<file path="config.mk">
export PLATFORM = sky130hd
export DESIGN_NAME = otter_mcu
export DESIGN_NICKNAME = d
export VERILOG_FILES = /design/src/logic/otter_pkg.sv /design/src/logic/otter_decoder.sv /design/src/logic/otter_regfile.sv /design/src/logic/otter_imm_gen.sv /design/src/logic/otter_alu.sv /design/src/logic/otter_next_pc.sv /design/src/logic/otter_lsu.sv /design/src/logic/otter_mcu.sv
export SDC_FILE = /design/constraint.sdc
export NUM_CORES = 2
export LEC_CHECK = 0
export BUFFER_PORTS_ARGS = -buffer_cell sky130_fd_sc_hd__buf_4
export CAP_MARGIN = 40
export CORE_ASPECT_RATIO = 1.75
export CORE_UTILIZATION = 69
export CTS_CLUSTER_DIAMETER = 150
export CTS_CLUSTER_SIZE = 14
export DETAILED_ROUTE_END_ITERATION = 7
export GPL_ROUTABILITY_DRIVEN = 0
export HOLD_SLACK_MARGIN = 0.08
export PLACE_DENSITY = 0.9
export SYNTH_ARGS = -nofsm -noshare
export SYNTH_HDL_FRONTEND = slang
export SYNTH_HIERARCHICAL = 1
export SYNTH_SLANG_ARGS = --single-unit
</file>
<file path="constraint.sdc">
create_clock -name clk -period 24.3 [get_ports clk]
set_input_delay 4.86 -clock clk [delete_from_list [all_inputs] [get_ports clk]]
set_output_delay 4.86 -clock clk [all_outputs]
set_load 0.02 [all_outputs]
</file>
<file path="src/logic/otter_pkg.sv">
package otter_pkg;

    //////////////////////////////////////////////////
    // Widths
    //////////////////////////////////////////////////

    typedef logic [31:0] word_t;
    typedef logic [4:0]  reg_addr_t;
    typedef logic [3:0]  strb_t;
    typedef logic [6:0]  opcode_t;

    // Opcodes handled by the core
    localparam opcode_t OPCODE_OP     = 7'b0110011;
    localparam opcode_t OPCODE_OP_IMM = 7'b0010011;
    localparam opcode_t OPCODE_LOAD   = 7'b0000011;
    localparam opcode_t OPCODE_STORE  = 7'b0100011;
    localparam opcode_t OPCODE_BRANCH = 7'b1100011;
    localparam opcode_t OPCODE_JAL    = 7'b1101111;
    localparam opcode_t OPCODE_JALR   = 7'b1100111;
    localparam opcode_t OPCODE_LUI    = 7'b0110111;
    localparam opcode_t OPCODE_AUIPC  = 7'b0010111;

    // Load and store sizes
    localparam logic [2:0] FUNCT3_LB  = 3'b000;
    localparam logic [2:0] FUNCT3_LH  = 3'b001;
    localparam logic [2:0] FUNCT3_LW  = 3'b010;
    localparam logic [2:0] FUNCT3_LBU = 3'b100;
    localparam logic [2:0] FUNCT3_LHU = 3'b101;
    localparam logic [2:0] FUNCT3_SB  = 3'b000;
    localparam logic [2:0] FUNCT3_SH  = 3'b001;
    localparam logic [2:0] FUNCT3_SW  = 3'b010;

    // Branch conditions
    localparam logic [2:0] FUNCT3_BEQ  = 3'b000;
    localparam logic [2:0] FUNCT3_BNE  = 3'b001;
    localparam logic [2:0] FUNCT3_BLT  = 3'b100;
    localparam logic [2:0] FUNCT3_BGE  = 3'b101;
    localparam logic [2:0] FUNCT3_BLTU = 3'b110;
    localparam logic [2:0] FUNCT3_BGEU = 3'b111;

    //////////////////////////////////////////////////
    // Control selectors
    //////////////////////////////////////////////////

    typedef enum logic [3:0] {
        ALU_ADD, ALU_SUB, ALU_SLL, ALU_SLT, ALU_SLTU,
        ALU_XOR, ALU_SRL, ALU_SRA, ALU_OR, ALU_AND, ALU_COPY_B
    } alu_op_e;

    typedef enum logic [1:0] {SRC_A_RS1, SRC_A_PC, SRC_A_ZERO} src_a_sel_e;
    typedef enum logic       {SRC_B_RS2, SRC_B_IMM} src_b_sel_e;
    typedef enum logic [1:0] {WB_ALU, WB_LOAD, WB_PC_INC} wb_sel_e;
    typedef enum logic [2:0] {PC_INC, PC_BRANCH, PC_JAL, PC_JALR, PC_RESET} pc_sel_e;
    typedef enum logic [1:0] {ST_INIT, ST_EXEC, ST_WR_BK} cu_state_e;

    // Everything the decoder steers in one bundle
    typedef struct packed {
        alu_op_e    alu_op;
        src_a_sel_e src_a_sel;
        src_b_sel_e src_b_sel;
        wb_sel_e    wb_sel;
        pc_sel_e    pc_sel;
        logic       is_branch;
        logic       pc_w_en;
        logic       rf_w_en;
        logic       dmem_r_en;
        logic       dmem_w_en;
        logic       stall;
    } ctrl_t;

endpackage

</file>
<file path="src/logic/otter_decoder.sv">
`timescale 1ns/10ps

module otter_decoder (
    input  logic             clk,
    input  logic             rst_n,
    input  otter_pkg::word_t instrn,
    input  logic             taken,
    output otter_pkg::ctrl_t ctrl
);
    import otter_pkg::*;

    cu_state_e  state;
    cu_state_e  next_state;
    opcode_t    opcode;
    logic [2:0] funct3;
    logic       alt;

    assign opcode = instrn[6:0];
    assign funct3 = instrn[14:12];
    // Selects SUB and SRA
    assign alt    = instrn[30];

    // funct3 to ALU operation; SUB only exists for register form
    function automatic alu_op_e alu_func(input logic [2:0] f3, input logic alt_bit,
                                         input logic is_reg);
        case (f3)
            3'b000:  return (alt_bit && is_reg) ? ALU_SUB : ALU_ADD;
            3'b001:  return ALU_SLL;
            3'b010:  return ALU_SLT;
            3'b011:  return ALU_SLTU;
            3'b100:  return ALU_XOR;
            3'b101:  return alt_bit ? ALU_SRA : ALU_SRL;
            3'b110:  return ALU_OR;
            default: return ALU_AND;
        endcase
    endfunction

    //////////////////////////////////////////////////
    // State register
    //////////////////////////////////////////////////

    always_ff @(posedge clk) begin
        if (!rst_n) begin
            state <= ST_INIT;
        end else begin
            state <= next_state;
        end
    end

    //////////////////////////////////////////////////
    // Control decode
    //////////////////////////////////////////////////

    always_comb begin
        // Idle defaults, nothing written
        ctrl           = '0;
        ctrl.alu_op    = ALU_ADD;
        ctrl.src_a_sel = SRC_A_RS1;
        ctrl.src_b_sel = SRC_B_RS2;
        ctrl.wb_sel    = WB_ALU;
        ctrl.pc_sel    = PC_INC;
        next_state     = state;
        case (state)
            ST_INIT: begin
                // Load the reset vector into the PC
                ctrl.pc_sel  = PC_RESET;
                ctrl.pc_w_en = 1'b1;
                next_state   = ST_EXEC;
            end
            ST_EXEC: begin
                ctrl.pc_w_en = 1'b1;
                case (opcode)
                    OPCODE_OP: begin
                        ctrl.alu_op  = alu_func(funct3, alt, 1'b1);
                        ctrl.rf_w_en = 1'b1;
                    end
                    OPCODE_OP_IMM: begin
                        ctrl.alu_op    = alu_func(funct3, alt, 1'b0);
                        ctrl.src_b_sel = SRC_B_IMM;
                        ctrl.rf_w_en   = 1'b1;
                    end
                    OPCODE_LUI: begin
                        ctrl.alu_op    = ALU_COPY_B;
                        ctrl.src_a_sel = SRC_A_ZERO;
                        ctrl.src_b_sel = SRC_B_IMM;
                        ctrl.rf_w_en   = 1'b1;
                    end
                    OPCODE_AUIPC: begin
                        ctrl.src_a_sel = SRC_A_PC;
                        ctrl.src_b_sel = SRC_B_IMM;
                        ctrl.rf_w_en   = 1'b1;
                    end
                    OPCODE_JAL, OPCODE_JALR: begin
                        // Link value is PC+4
                        ctrl.wb_sel  = WB_PC_INC;
                        ctrl.pc_sel  = (opcode == OPCODE_JAL) ? PC_JAL : PC_JALR;
                        ctrl.rf_w_en = 1'b1;
                    end
                    OPCODE_BRANCH: begin
                        // Condition resolved in the next-PC logic
                        ctrl.is_branch = 1'b1;
                        ctrl.pc_sel    = PC_BRANCH;
                    end
                    OPCODE_STORE: begin
                        ctrl.src_b_sel = SRC_B_IMM;
                        ctrl.dmem_w_en = 1'b1;
                    end
                    OPCODE_LOAD: begin
                        // Hold PC and instruction while memory answers
                        ctrl.src_b_sel = SRC_B_IMM;
                        ctrl.dmem_r_en = 1'b1;
                        ctrl.stall     = 1'b1;
                        ctrl.pc_w_en   = 1'b0;
                        next_state     = ST_WR_BK;
                    end
                    // Anything else just steps over
                    default: ;
                endcase
            end
            ST_WR_BK: begin
                // Read data is on the bus now
                ctrl.src_b_sel = SRC_B_IMM;
                ctrl.wb_sel    = WB_LOAD;
                ctrl.rf_w_en   = 1'b1;
                ctrl.pc_w_en   = 1'b1;
                next_state     = ST_EXEC;
            end
            default: next_state = ST_INIT;
        endcase
    end

endmodule

</file>
<file path="src/logic/otter_regfile.sv">
`timescale 1ns/10ps

module otter_regfile (
    input  logic                 clk,
    input  otter_pkg::reg_addr_t rs1_addr,
    input  otter_pkg::reg_addr_t rs2_addr,
    input  otter_pkg::reg_addr_t rd_addr,
    input  logic                 w_en,
    input  otter_pkg::word_t     w_data,
    output otter_pkg::word_t     rs1,
    output otter_pkg::word_t     rs2
);
    import otter_pkg::*;

    word_t regs [0:31];

    // Single write port, x0 never stored
    always_ff @(posedge clk) begin
        if (w_en && rd_addr != '0) begin
            regs[rd_addr] <= w_data;
        end
    end

    // Asynchronous reads, x0 forced to zero
    assign rs1 = (rs1_addr == '0) ? '0 : regs[rs1_addr];
    assign rs2 = (rs2_addr == '0) ? '0 : regs[rs2_addr];

endmodule

</file>
<file path="src/logic/otter_imm_gen.sv">
`timescale 1ns/10ps

module otter_imm_gen (
    input  otter_pkg::word_t instrn,
    output otter_pkg::word_t imm_i,
    output otter_pkg::word_t imm_s,
    output otter_pkg::word_t imm_b,
    output otter_pkg::word_t imm_u,
    output otter_pkg::word_t imm_j
);
    import otter_pkg::*;

    logic sign;

    // Bit 31 is the sign in every format
    assign sign = instrn[31];

    assign imm_i = {{21{sign}}, instrn[30:20]};
    assign imm_s = {{21{sign}}, instrn[30:25], instrn[11:7]};
    // Branch and jump offsets are in halfwords
    assign imm_b = {{20{sign}}, instrn[7], instrn[30:25], instrn[11:8], 1'b0};
    assign imm_j = {{12{sign}}, instrn[19:12], instrn[20], instrn[30:21], 1'b0};
    // Upper immediate fills the top 20 bits
    assign imm_u = {instrn[31:12], 12'd0};

endmodule

</file>
<file path="src/logic/otter_alu.sv">
`timescale 1ns/10ps

module otter_alu (
    input  otter_pkg::word_t   src_a,
    input  otter_pkg::word_t   src_b,
    input  otter_pkg::alu_op_e op,
    output otter_pkg::word_t   result
);
    import otter_pkg::*;

    logic [4:0] shamt;

    // Only the low five bits shift
    assign shamt = src_b[4:0];

    always_comb begin
        case (op)
            ALU_ADD:    result = src_a + src_b;
            ALU_SUB:    result = src_a - src_b;
            ALU_SLL:    result = src_a << shamt;
            ALU_SLT:    result = {31'd0, $signed(src_a) < $signed(src_b)};
            ALU_SLTU:   result = {31'd0, src_a < src_b};
            ALU_XOR:    result = src_a ^ src_b;
            ALU_SRL:    result = src_a >> shamt;
            // Arithmetic shift keeps the sign
            ALU_SRA:    result = word_t'($signed(src_a) >>> shamt);
            ALU_OR:     result = src_a | src_b;
            ALU_AND:    result = src_a & src_b;
            // LUI path
            ALU_COPY_B: result = src_b;
            default:    result = src_a + src_b;
        endcase
    end

endmodule

</file>
<file path="src/logic/otter_next_pc.sv">
`timescale 1ns/10ps

module otter_next_pc #(
    parameter otter_pkg::word_t reset_vec = 32'h0
) (
    input  logic             clk,
    input  logic             rst_n,
    input  otter_pkg::ctrl_t ctrl,
    input  logic [2:0]       funct3,
    input  otter_pkg::word_t rs1,
    input  otter_pkg::word_t rs2,
    input  otter_pkg::word_t imm_i,
    input  otter_pkg::word_t imm_b,
    input  otter_pkg::word_t imm_j,
    output otter_pkg::word_t pc,
    output otter_pkg::word_t pc_inc,
    output otter_pkg::word_t next_pc,
    output logic             taken
);
    import otter_pkg::*;

    word_t br_target;
    word_t jal_target;
    word_t jalr_target;

    assign pc_inc      = pc + 32'd4;
    assign br_target   = pc + imm_b;
    assign jal_target  = pc + imm_j;
    // JALR drops bit 0 of the sum
    assign jalr_target = (rs1 + imm_i) & ~32'd1;

    // Branch condition from rs1 and rs2
    always_comb begin
        case (funct3)
            FUNCT3_BEQ:  taken = (rs1 == rs2);
            FUNCT3_BNE:  taken = (rs1 != rs2);
            FUNCT3_BLT:  taken = ($signed(rs1) < $signed(rs2));
            FUNCT3_BGE:  taken = ($signed(rs1) >= $signed(rs2));
            FUNCT3_BLTU: taken = (rs1 < rs2);
            FUNCT3_BGEU: taken = (rs1 >= rs2);
            default:     taken = 1'b0;
        endcase
    end

    always_comb begin
        case (ctrl.pc_sel)
            // Target only when the condition holds
            PC_BRANCH: next_pc = (ctrl.is_branch && taken) ? br_target : pc_inc;
            PC_JAL:    next_pc = jal_target;
            PC_JALR:   next_pc = jalr_target;
            PC_RESET:  next_pc = reset_vec;
            default:   next_pc = pc_inc;
        endcase
    end

    // PC register
    always_ff @(posedge clk) begin
        if (!rst_n) begin
            pc <= reset_vec;
        end else if (ctrl.pc_w_en) begin
            pc <= next_pc;
        end
    end

endmodule

</file>
<file path="src/logic/otter_lsu.sv">
`timescale 1ns/10ps

module otter_lsu (
    input  otter_pkg::ctrl_t ctrl,
    input  logic [2:0]       funct3,
    input  logic [1:0]       offset,
    input  otter_pkg::word_t rs2,
    input  otter_pkg::word_t dmem_r_data,
    output otter_pkg::word_t w_data,
    output otter_pkg::strb_t w_strb,
    output otter_pkg::word_t load_data
);
    import otter_pkg::*;

    logic [4:0] byte_shift;
    strb_t      base_strb;
    word_t      r_shifted;

    // Byte offset in bits
    assign byte_shift = {offset, 3'b000};

    //////////////////////////////////////////////////
    // Store side
    //////////////////////////////////////////////////

    always_comb begin
        case (funct3)
            FUNCT3_SB: base_strb = 4'b0001;
            FUNCT3_SH: base_strb = 4'b0011;
            default:   base_strb = 4'b1111;
        endcase
    end

    // Move data and lanes up to the addressed byte
    assign w_data = rs2 << byte_shift;
    assign w_strb = ctrl.dmem_w_en ? strb_t'(base_strb << offset) : '0;

    //////////////////////////////////////////////////
    // Load side
    //////////////////////////////////////////////////

    assign r_shifted = dmem_r_data >> byte_shift;

    always_comb begin
        case (funct3)
            FUNCT3_LB:  load_data = {{24{r_shifted[7]}}, r_shifted[7:0]};
            FUNCT3_LH:  load_data = {{16{r_shifted[15]}}, r_shifted[15:0]};
            FUNCT3_LBU: load_data = {24'd0, r_shifted[7:0]};
            FUNCT3_LHU: load_data = {16'd0, r_shifted[15:0]};
            // LW and anything else
            default:    load_data = r_shifted;
        endcase
    end

endmodule

</file>
<file path="src/logic/otter_mcu.sv">
`timescale 1ns/10ps

module otter_mcu #(
    parameter otter_pkg::word_t reset_vec = 32'h0
) (
    input  logic             clk,
    input  logic             rst_n,
    output otter_pkg::word_t imem_addr,
    input  otter_pkg::word_t imem_r_data,
    output otter_pkg::word_t dmem_addr,
    output logic             dmem_r_en,
    output logic             dmem_w_en,
    output otter_pkg::strb_t dmem_w_strb,
    output otter_pkg::word_t dmem_w_data,
    input  otter_pkg::word_t dmem_r_data
);
    import otter_pkg::*;

    ctrl_t      ctrl;
    word_t      instrn, prev_instrn;
    logic       prev_stall;
    logic [1:0] offset_q, lsu_offset;
    logic       taken;
    word_t      rs1, rs2, rf_w_data;
    word_t      imm_i, imm_s, imm_b, imm_u, imm_j;
    word_t      imm_sel, alu_a, alu_b, alu_result;
    word_t      pc, pc_inc, next_pc, load_data;

    //////////////////////////////////////////////////
    // Instruction hold across a load
    //////////////////////////////////////////////////

    // Replay the word while the fetch address was held
    assign instrn    = prev_stall ? prev_instrn : imem_r_data;
    assign imem_addr = ctrl.stall ? pc : next_pc;

    always_ff @(posedge clk) begin
        if (!rst_n) begin
            prev_stall <= 1'b0;
        end else begin
            prev_stall <= ctrl.stall;
        end
    end

    // Load byte offset kept for writeback
    always_ff @(posedge clk) begin
        prev_instrn <= instrn;
        offset_q    <= alu_result[1:0];
    end

    otter_decoder u_decoder (
        .clk(clk), .rst_n(rst_n), .instrn(instrn), .taken(taken), .ctrl(ctrl)
    );

    otter_regfile u_regfile (
        .clk(clk), .rs1_addr(instrn[19:15]), .rs2_addr(instrn[24:20]),
        .rd_addr(instrn[11:7]), .w_en(ctrl.rf_w_en), .w_data(rf_w_data),
        .rs1(rs1), .rs2(rs2)
    );

    otter_imm_gen u_imm_gen (
        .instrn(instrn), .imm_i(imm_i), .imm_s(imm_s), .imm_b(imm_b),
        .imm_u(imm_u), .imm_j(imm_j)
    );

    //////////////////////////////////////////////////
    // Operand and writeback muxes
    //////////////////////////////////////////////////

    always_comb begin
        case (instrn[6:0])
            OPCODE_STORE:              imm_sel = imm_s;
            OPCODE_LUI, OPCODE_AUIPC:  imm_sel = imm_u;
            default:                   imm_sel = imm_i;
        endcase
        case (ctrl.src_a_sel)
            SRC_A_PC:   alu_a = pc;
            SRC_A_ZERO: alu_a = '0;
            default:    alu_a = rs1;
        endcase
        alu_b = (ctrl.src_b_sel == SRC_B_IMM) ? imm_sel : rs2;
        case (ctrl.wb_sel)
            WB_LOAD:   rf_w_data = load_data;
            WB_PC_INC: rf_w_data = pc_inc;
            default:   rf_w_data = alu_result;
        endcase
    end

    otter_alu u_alu (.src_a(alu_a), .src_b(alu_b), .op(ctrl.alu_op), .result(alu_result));

    otter_next_pc #(.reset_vec(reset_vec)) u_next_pc (
        .clk(clk), .rst_n(rst_n), .ctrl(ctrl), .funct3(instrn[14:12]),
        .rs1(rs1), .rs2(rs2), .imm_i(imm_i), .imm_b(imm_b), .imm_j(imm_j),
        .pc(pc), .pc_inc(pc_inc), .next_pc(next_pc), .taken(taken)
    );

    // Writeback uses the registered offset
    assign lsu_offset = prev_stall ? offset_q : alu_result[1:0];

    otter_lsu u_lsu (
        .ctrl(ctrl), .funct3(instrn[14:12]), .offset(lsu_offset), .rs2(rs2),
        .dmem_r_data(dmem_r_data), .w_data(dmem_w_data), .w_strb(dmem_w_strb),
        .load_data(load_data)
    );

    // Bus sees word addresses only
    assign dmem_addr = {alu_result[31:2], 2'b00};
    assign dmem_r_en = ctrl.dmem_r_en;
    assign dmem_w_en = ctrl.dmem_w_en;

endmodule

</file>
==> results.sh, run 1 <==
export IMPL_number_of_top_level_pins=168
export IMPL_yosys_most_used_dff="sky130_fd_sc_hd__edfxtp_1"
export IMPL_synth_seq_area_share=0.441
export IMPL_postSynthAreaPerCell_sq_um=12.1
export IMPL_post_dp_hpwl_um=189000
export IMPL_cts_hold_buffers_added=0
export IMPL_failed_stage="5_1_grt"
export IMPL_firstError="[ERROR GRT-0232] Routing congestion too high. Check the congestion heatmap in the GUI."
export IMPL_post_cts_resize_count=0
export IMPL_antenna_found_initial=56
export IMPL_cts_max_level=3
export IMPL_async_flop_share=0
export IMPL_yosysTopAreaCellShare=0.422
export IMPL_yosysUniqueCellTypes=125
export IMPL_grt_overflow_total=31
export IMPL_post_synth_top_area_cell="sky130_fd_sc_hd__edfxtp_1"
export IMPL_cts_inserted_buffers=88
export IMPL_synth_cell_area_sq_um=72900
export IMPL_synth_seq_cells=1093
export IMPL_synth_most_common_cell="sky130_fd_sc_hd__edfxtp_1"
export IMPL_row_count=157
export IMPL_synthCells=6008
export IMPL_grt_start_max_net_pins=107
export IMPL_synth_edf_count=1024
export IMPL_groute_usage_overall=0.740
export IMPL_total_setup_buffers_inserted_after_cts=0
export IMPL_die_h_um=432
export IMPL_clock_sink_count=1093
export IMPL_port_buffers=165
export IMPL_ys_top_cells_by_area="sky130_fd_sc_hd__edfxtp_1 42%, sky130_fd_sc_hd__mux4_2 11%, sky130_fd_sc_hd__mux2i_1 5.4%, sky130_fd_sc_hd__ha_1 3.9%, sky130_fd_sc_hd__mux4_1 2.7%"
export IMPL_ys_top_cells_by_count="1024 x sky130_fd_sc_hd__edfxtp_1, 479 x sky130_fd_sc_hd__nand2_1, 391 x sky130_fd_sc_hd__mux2i_1"
export IMPL_status="stopped before the end"
export IMPL_ctsRootBufferMaster="sky130_fd_sc_hd__clkbuf_16"
export IMPL_fp_dieW_um=248
export IMPL_initial_core_util=0.697
export IMPL_cts_max_path_buffers=3
export IMPL_ys_warn_count=6
[per-layer routing]
| layer | track usage | overflow |
|---|---|---|
| met1 | 0.704 | 0 |
| met2 | 0.873 | 4 |
| met3 | 0.650 | 13 |
| met4 | 0.725 | 12 |
| met5 | 0.524 | 2 |
[through the flow]
step           cell area [sq um]   util  instances  setup slack [ns]  hold slack (ns)
2_1_floorplan              73100      -       6053              7.73            0.469
3_3_place_gp               74700  0.714       7160              5.18            0.486
3_5_place_dp               75400  0.720       7210              4.96            0.517
4_1_cts                    77800  0.743       7326              4.82            0.527
[cell families after synthesis]
| family | Yosys count | synth area share |
|---|---|---|
| AOI/OAI and AO/OA | 1595 | 0.158 |
| and+or+nand+nor | 1233 | 0.0812 |
| DFF | 1093 | 0.441 |
| muxes | 951 | 0.209 |
| buffers and inverters | 787 | 0.0575 |
| adders and majority gates | 234 | 0.0407 |
| xor gates and xnor gates | 112 | 0.0135 |
| other | 3 | 0.000154 |
==> run 2: changes to the inputs <==
Settings changed: CORE_ASPECT_RATIO 1.75 to not set, CORE_UTILIZATION 69 to 40, CTS_CLUSTER_DIAMETER 150 to not set, CTS_CLUSTER_SIZE 14 to not set, HOLD_SLACK_MARGIN 0.08 to not set, PLACE_DENSITY 0.9 to not set, PLACE_DENSITY_LB_ADDON set to 0.15.
==> run 2 against run 1 <==
The flow now finishes, with violations (design-rule violations). Synthesized cell count unchanged. Area after synthesis unchanged.
==> results.sh, run 2 <==
export IMPL_status="finished with violations"
export IMPL_failed_checks="design-rule violations"
export IMPL_fraction_of_layout_cells_with_a_size_suffix_above_1=0.228
export IMPL_timing_final_max_slew_violations=0
export IMPL_fp_dieW_um=429
export IMPL_drt_initial_drc_count=8314
export IMPL_antenna_found_initial=12
export IMPL_insertion_delay_ns=0.81
export IMPL_fin_setup_tns_ns=0
export IMPL_ctsRootBufferMaster="sky130_fd_sc_hd__clkbuf_16"
export IMPL_rrSetupSlack_ns=12.38
export IMPL_cts_tree="built"
export IMPL_rr_worst_depth=31
export IMPL_final_setup_viol_count=0
export IMPL_finish_net_count=6327
export IMPL_number_of_top_level_pins=168
export IMPL_max_slew_margin=0.217
export IMPL_synth_edf_count=1024
export IMPL_grt_first_pass_wirelength_um=421000
export IMPL_final_fill_count=16500
export IMPL_max_stage_delay_ns=0.71
export IMPL_core_area_sq_um=181000
export IMPL_ys_top_cells_by_area="sky130_fd_sc_hd__edfxtp_1 42%, sky130_fd_sc_hd__mux4_2 11%, sky130_fd_sc_hd__mux2i_1 5.4%, sky130_fd_sc_hd__ha_1 3.9%, sky130_fd_sc_hd__mux4_1 2.7%"
export IMPL_timing_hold_worst_endpoint="u_decoder/state[0]"
export IMPL_regs_by_ff_count="u_regfile/regs x1024, prev_instrn x32, u_next_pc/pc x32"
export IMPL_timing_critical_path_required_ns=19.44
export IMPL_synth_seq_cells=1093
export IMPL_cts_hold_buffers_added=0
export IMPL_layout_area_growth_over_synthesis_pct=11.5
export IMPL_postSynthAreaPerCell_sq_um=12.1
export IMPL_min_delay_path_depth=2
export IMPL_yosysTopAreaCellShare=0.422
export IMPL_largest_reg_flops=1024
export IMPL_criticalPathCategory="in -> out"
export IMPL_cts_inserted_buffers=117
export IMPL_grt_start_max_net_pins=77
export IMPL_critPathArrivalTime_ns=14.22
export IMPL_synth_cell_area_sq_um=72900
export IMPL_groute_usage_overall=0.320
export IMPL_firstDrtPassIters=8
export IMPL_synth_most_common_cell="sky130_fd_sc_hd__edfxtp_1"
export IMPL_route_antenna_remaining_nets=0
export IMPL_critical_path_slowest_cell="sky130_fd_sc_hd__buf_4"
export IMPL_port_buffers=165
export IMPL_storage_element_area_sq_um=32100
export IMPL_dr_total_vias=57600
export IMPL_yosys_most_used_dff="sky130_fd_sc_hd__edfxtp_1"
export IMPL_worst_hold_path_startpoint="u_decoder/state[0]"
export IMPL_ys_warn_count=6
export IMPL_critPathMostFrequentCell="sky130_fd_sc_hd__buf_4"
export IMPL_clkSlewWorstSetupHoldPaths_ns=0.05
export IMPL_async_flop_share=0
export IMPL_worst_slew_pin_transition_ns=1.17
export IMPL_initial_core_util=0.403
export IMPL_power_per_cell_area_nw_per_um2=77.6
export IMPL_fin_crit_sh=0.785
export IMPL_timing_critical_path_fanout_max=73
export IMPL_cts_max_level=3
export IMPL_cells_after_dpl=8272
export IMPL_rsz_0062_raised_after_global_routing="false"
export IMPL_cts_max_path_buffers=3
export IMPL_drt_vias_per_instance=6.77
export IMPL_worstReg2RegStart="prev_stall"
export IMPL_layout_cells_most_common_list="1024 x sky130_fd_sc_hd__edfxtp_1, 479 x sky130_fd_sc_hd__nand2_1, 435 x sky130_fd_sc_hd__buf_4"
export IMPL_detail_route_drc_violations=17
export IMPL_clock_sink_count=1093
export IMPL_final_period_minus_worst_setup_slack_ns=19.08
export IMPL_final_common_cell="sky130_fd_sc_hd__edfxtp_1"
export IMPL_largest_register="u_regfile/regs"
export IMPL_row_count=156
export IMPL_post_cts_resize_count=0
export IMPL_synthCells=6008
export IMPL_total_setup_buffers_inserted_after_cts=0
export IMPL_ys_top_cells_by_count="1024 x sky130_fd_sc_hd__edfxtp_1, 479 x sky130_fd_sc_hd__nand2_1, 391 x sky130_fd_sc_hd__mux2i_1"
export IMPL_number_of_global_route_vias_before_repair=55000
export IMPL_element_type_at_the_critical_path_end="output pin"
export IMPL_grt_overflow_total=0
export IMPL_post_synth_top_area_cell="sky130_fd_sc_hd__edfxtp_1"
export IMPL_hp_class="reg -> reg"
export IMPL_max_clock_freq_mhz=52.4
export IMPL_power_leakage_uw=0.0290
export IMPL_cp_start_kind="input pin"
export IMPL_max_cap_violations=0
export IMPL_yosysUniqueCellTypes=125
export IMPL_final_hold_worst_slack_ns=0.511
export IMPL_die_area_sq_um=184000
export IMPL_vdd_ir_drop_max_v=0.0000761
export IMPL_synth_seq_area_share=0.441
export IMPL_worst_r2r_endpoint="u_regfile/regs[7][26]"
export IMPL_placement_cell_area_sq_um=77200
export IMPL_final_cell_count_no_fill=8502
export IMPL_fin_area_sq_um=81300
export IMPL_skew_ns=0.105
export IMPL_routed_wl_um=303000
export IMPL_post_dp_hpwl_um=202000
export IMPL_report_final_hold_viol_count=0
export IMPL_footprint_of_the_multi_input_gates_sq_um=37600
export IMPL_post_drt_wl_per_cell_um=35.6
export IMPL_die_h_um=429
## run 2: cell counts after synthesis
Identical to the previous run, type by type.
## run 2: routing by layer
metal  up-vias  routed length (um)  GRT usage
met3       857               30300     0.0713
li1      23800                   -          -
met2      3665              134000      0.490
met5         -                  74          0
met1     29200              114000      0.407
met4        10               23500      0.211
## run 2: worst max path at each step
stage | to | slack, ns | cells past startpoint | start
final | dmem_w_data[2] | 5.22 | 29 | imem_r_data[22]
after detailed placement | dmem_w_data[3] | 5.49 | 29 | imem_r_data[22]
after global placement | dmem_w_data[4] | 5.53 | 29 | imem_r_data[22]
after floorplan | dmem_w_data[16] | 7.73 | 28 | imem_r_data[20]
after global routing | dmem_w_data[3] | 5.02 | 29 | imem_r_data[22]
after CTS | dmem_w_data[3] | 5.48 | 29 | imem_r_data[22]
## run 2: layout make-up
cell class	count	share of cell area
Antenna cell	6	0.000185
Clock buffer	148	0.0388
Clock inverter	70	0.0105
Inverter	170	0.00786
Multi-Input combinational cell	4173	0.462
Sequential cell	1093	0.395
Tap cell	2370	0.0365
Timing Repair Buffer	472	0.0489
## run 2: worst max-delay path: cells and delay by family
kind	cells	cell delay [ns]
buffers and inverters	10	3.39
AOI/OAI and AO/OA	10	2.67
and+or+nand+nor	6	1.83
muxes	2	0.75
adders and majority gates	1	0.44
## run 2: logic make-up after synthesis
group                    Yosys count  share of synthesized area
AND/OR/NAND/NOR                 1233                     0.0812
other                              3                   0.000154
multiplexers                     951                      0.209
XOR/XNOR                         112                     0.0135
AO/OA/AOI/OAI                   1595                      0.158
buffers and inverters            787                     0.0575
flip-flops                      1093                      0.441
adder cells (fa/ha/maj)          234                     0.0407
## run 2: report_power, final
| part | internal (uW) | switching, uW | total (uW) | leakage, uW |
|---|---|---|---|---|
| clock network | 1080 | 796 | 1880 | 0.00194 |
| logic | 683 | 1400 | 2090 | 0.0173 |
| registers | 2310 | 38.7 | 2350 | 0.00976 |
| total | 4070 | 2240 | 6310 | 0.0290 |
## run 2: through the flow
stage,util,worst slack (ns),total power [uW]
after floorplan,-,7.73,3610
after global placement,0.423,5.53,4370
after detailed placement,0.427,5.49,4410
after CTS,0.449,5.48,6270
after global routing,0.449,5.02,6500
final,0.449,5.22,6310
No activity file was read; power rests on OpenSTA's default activity.
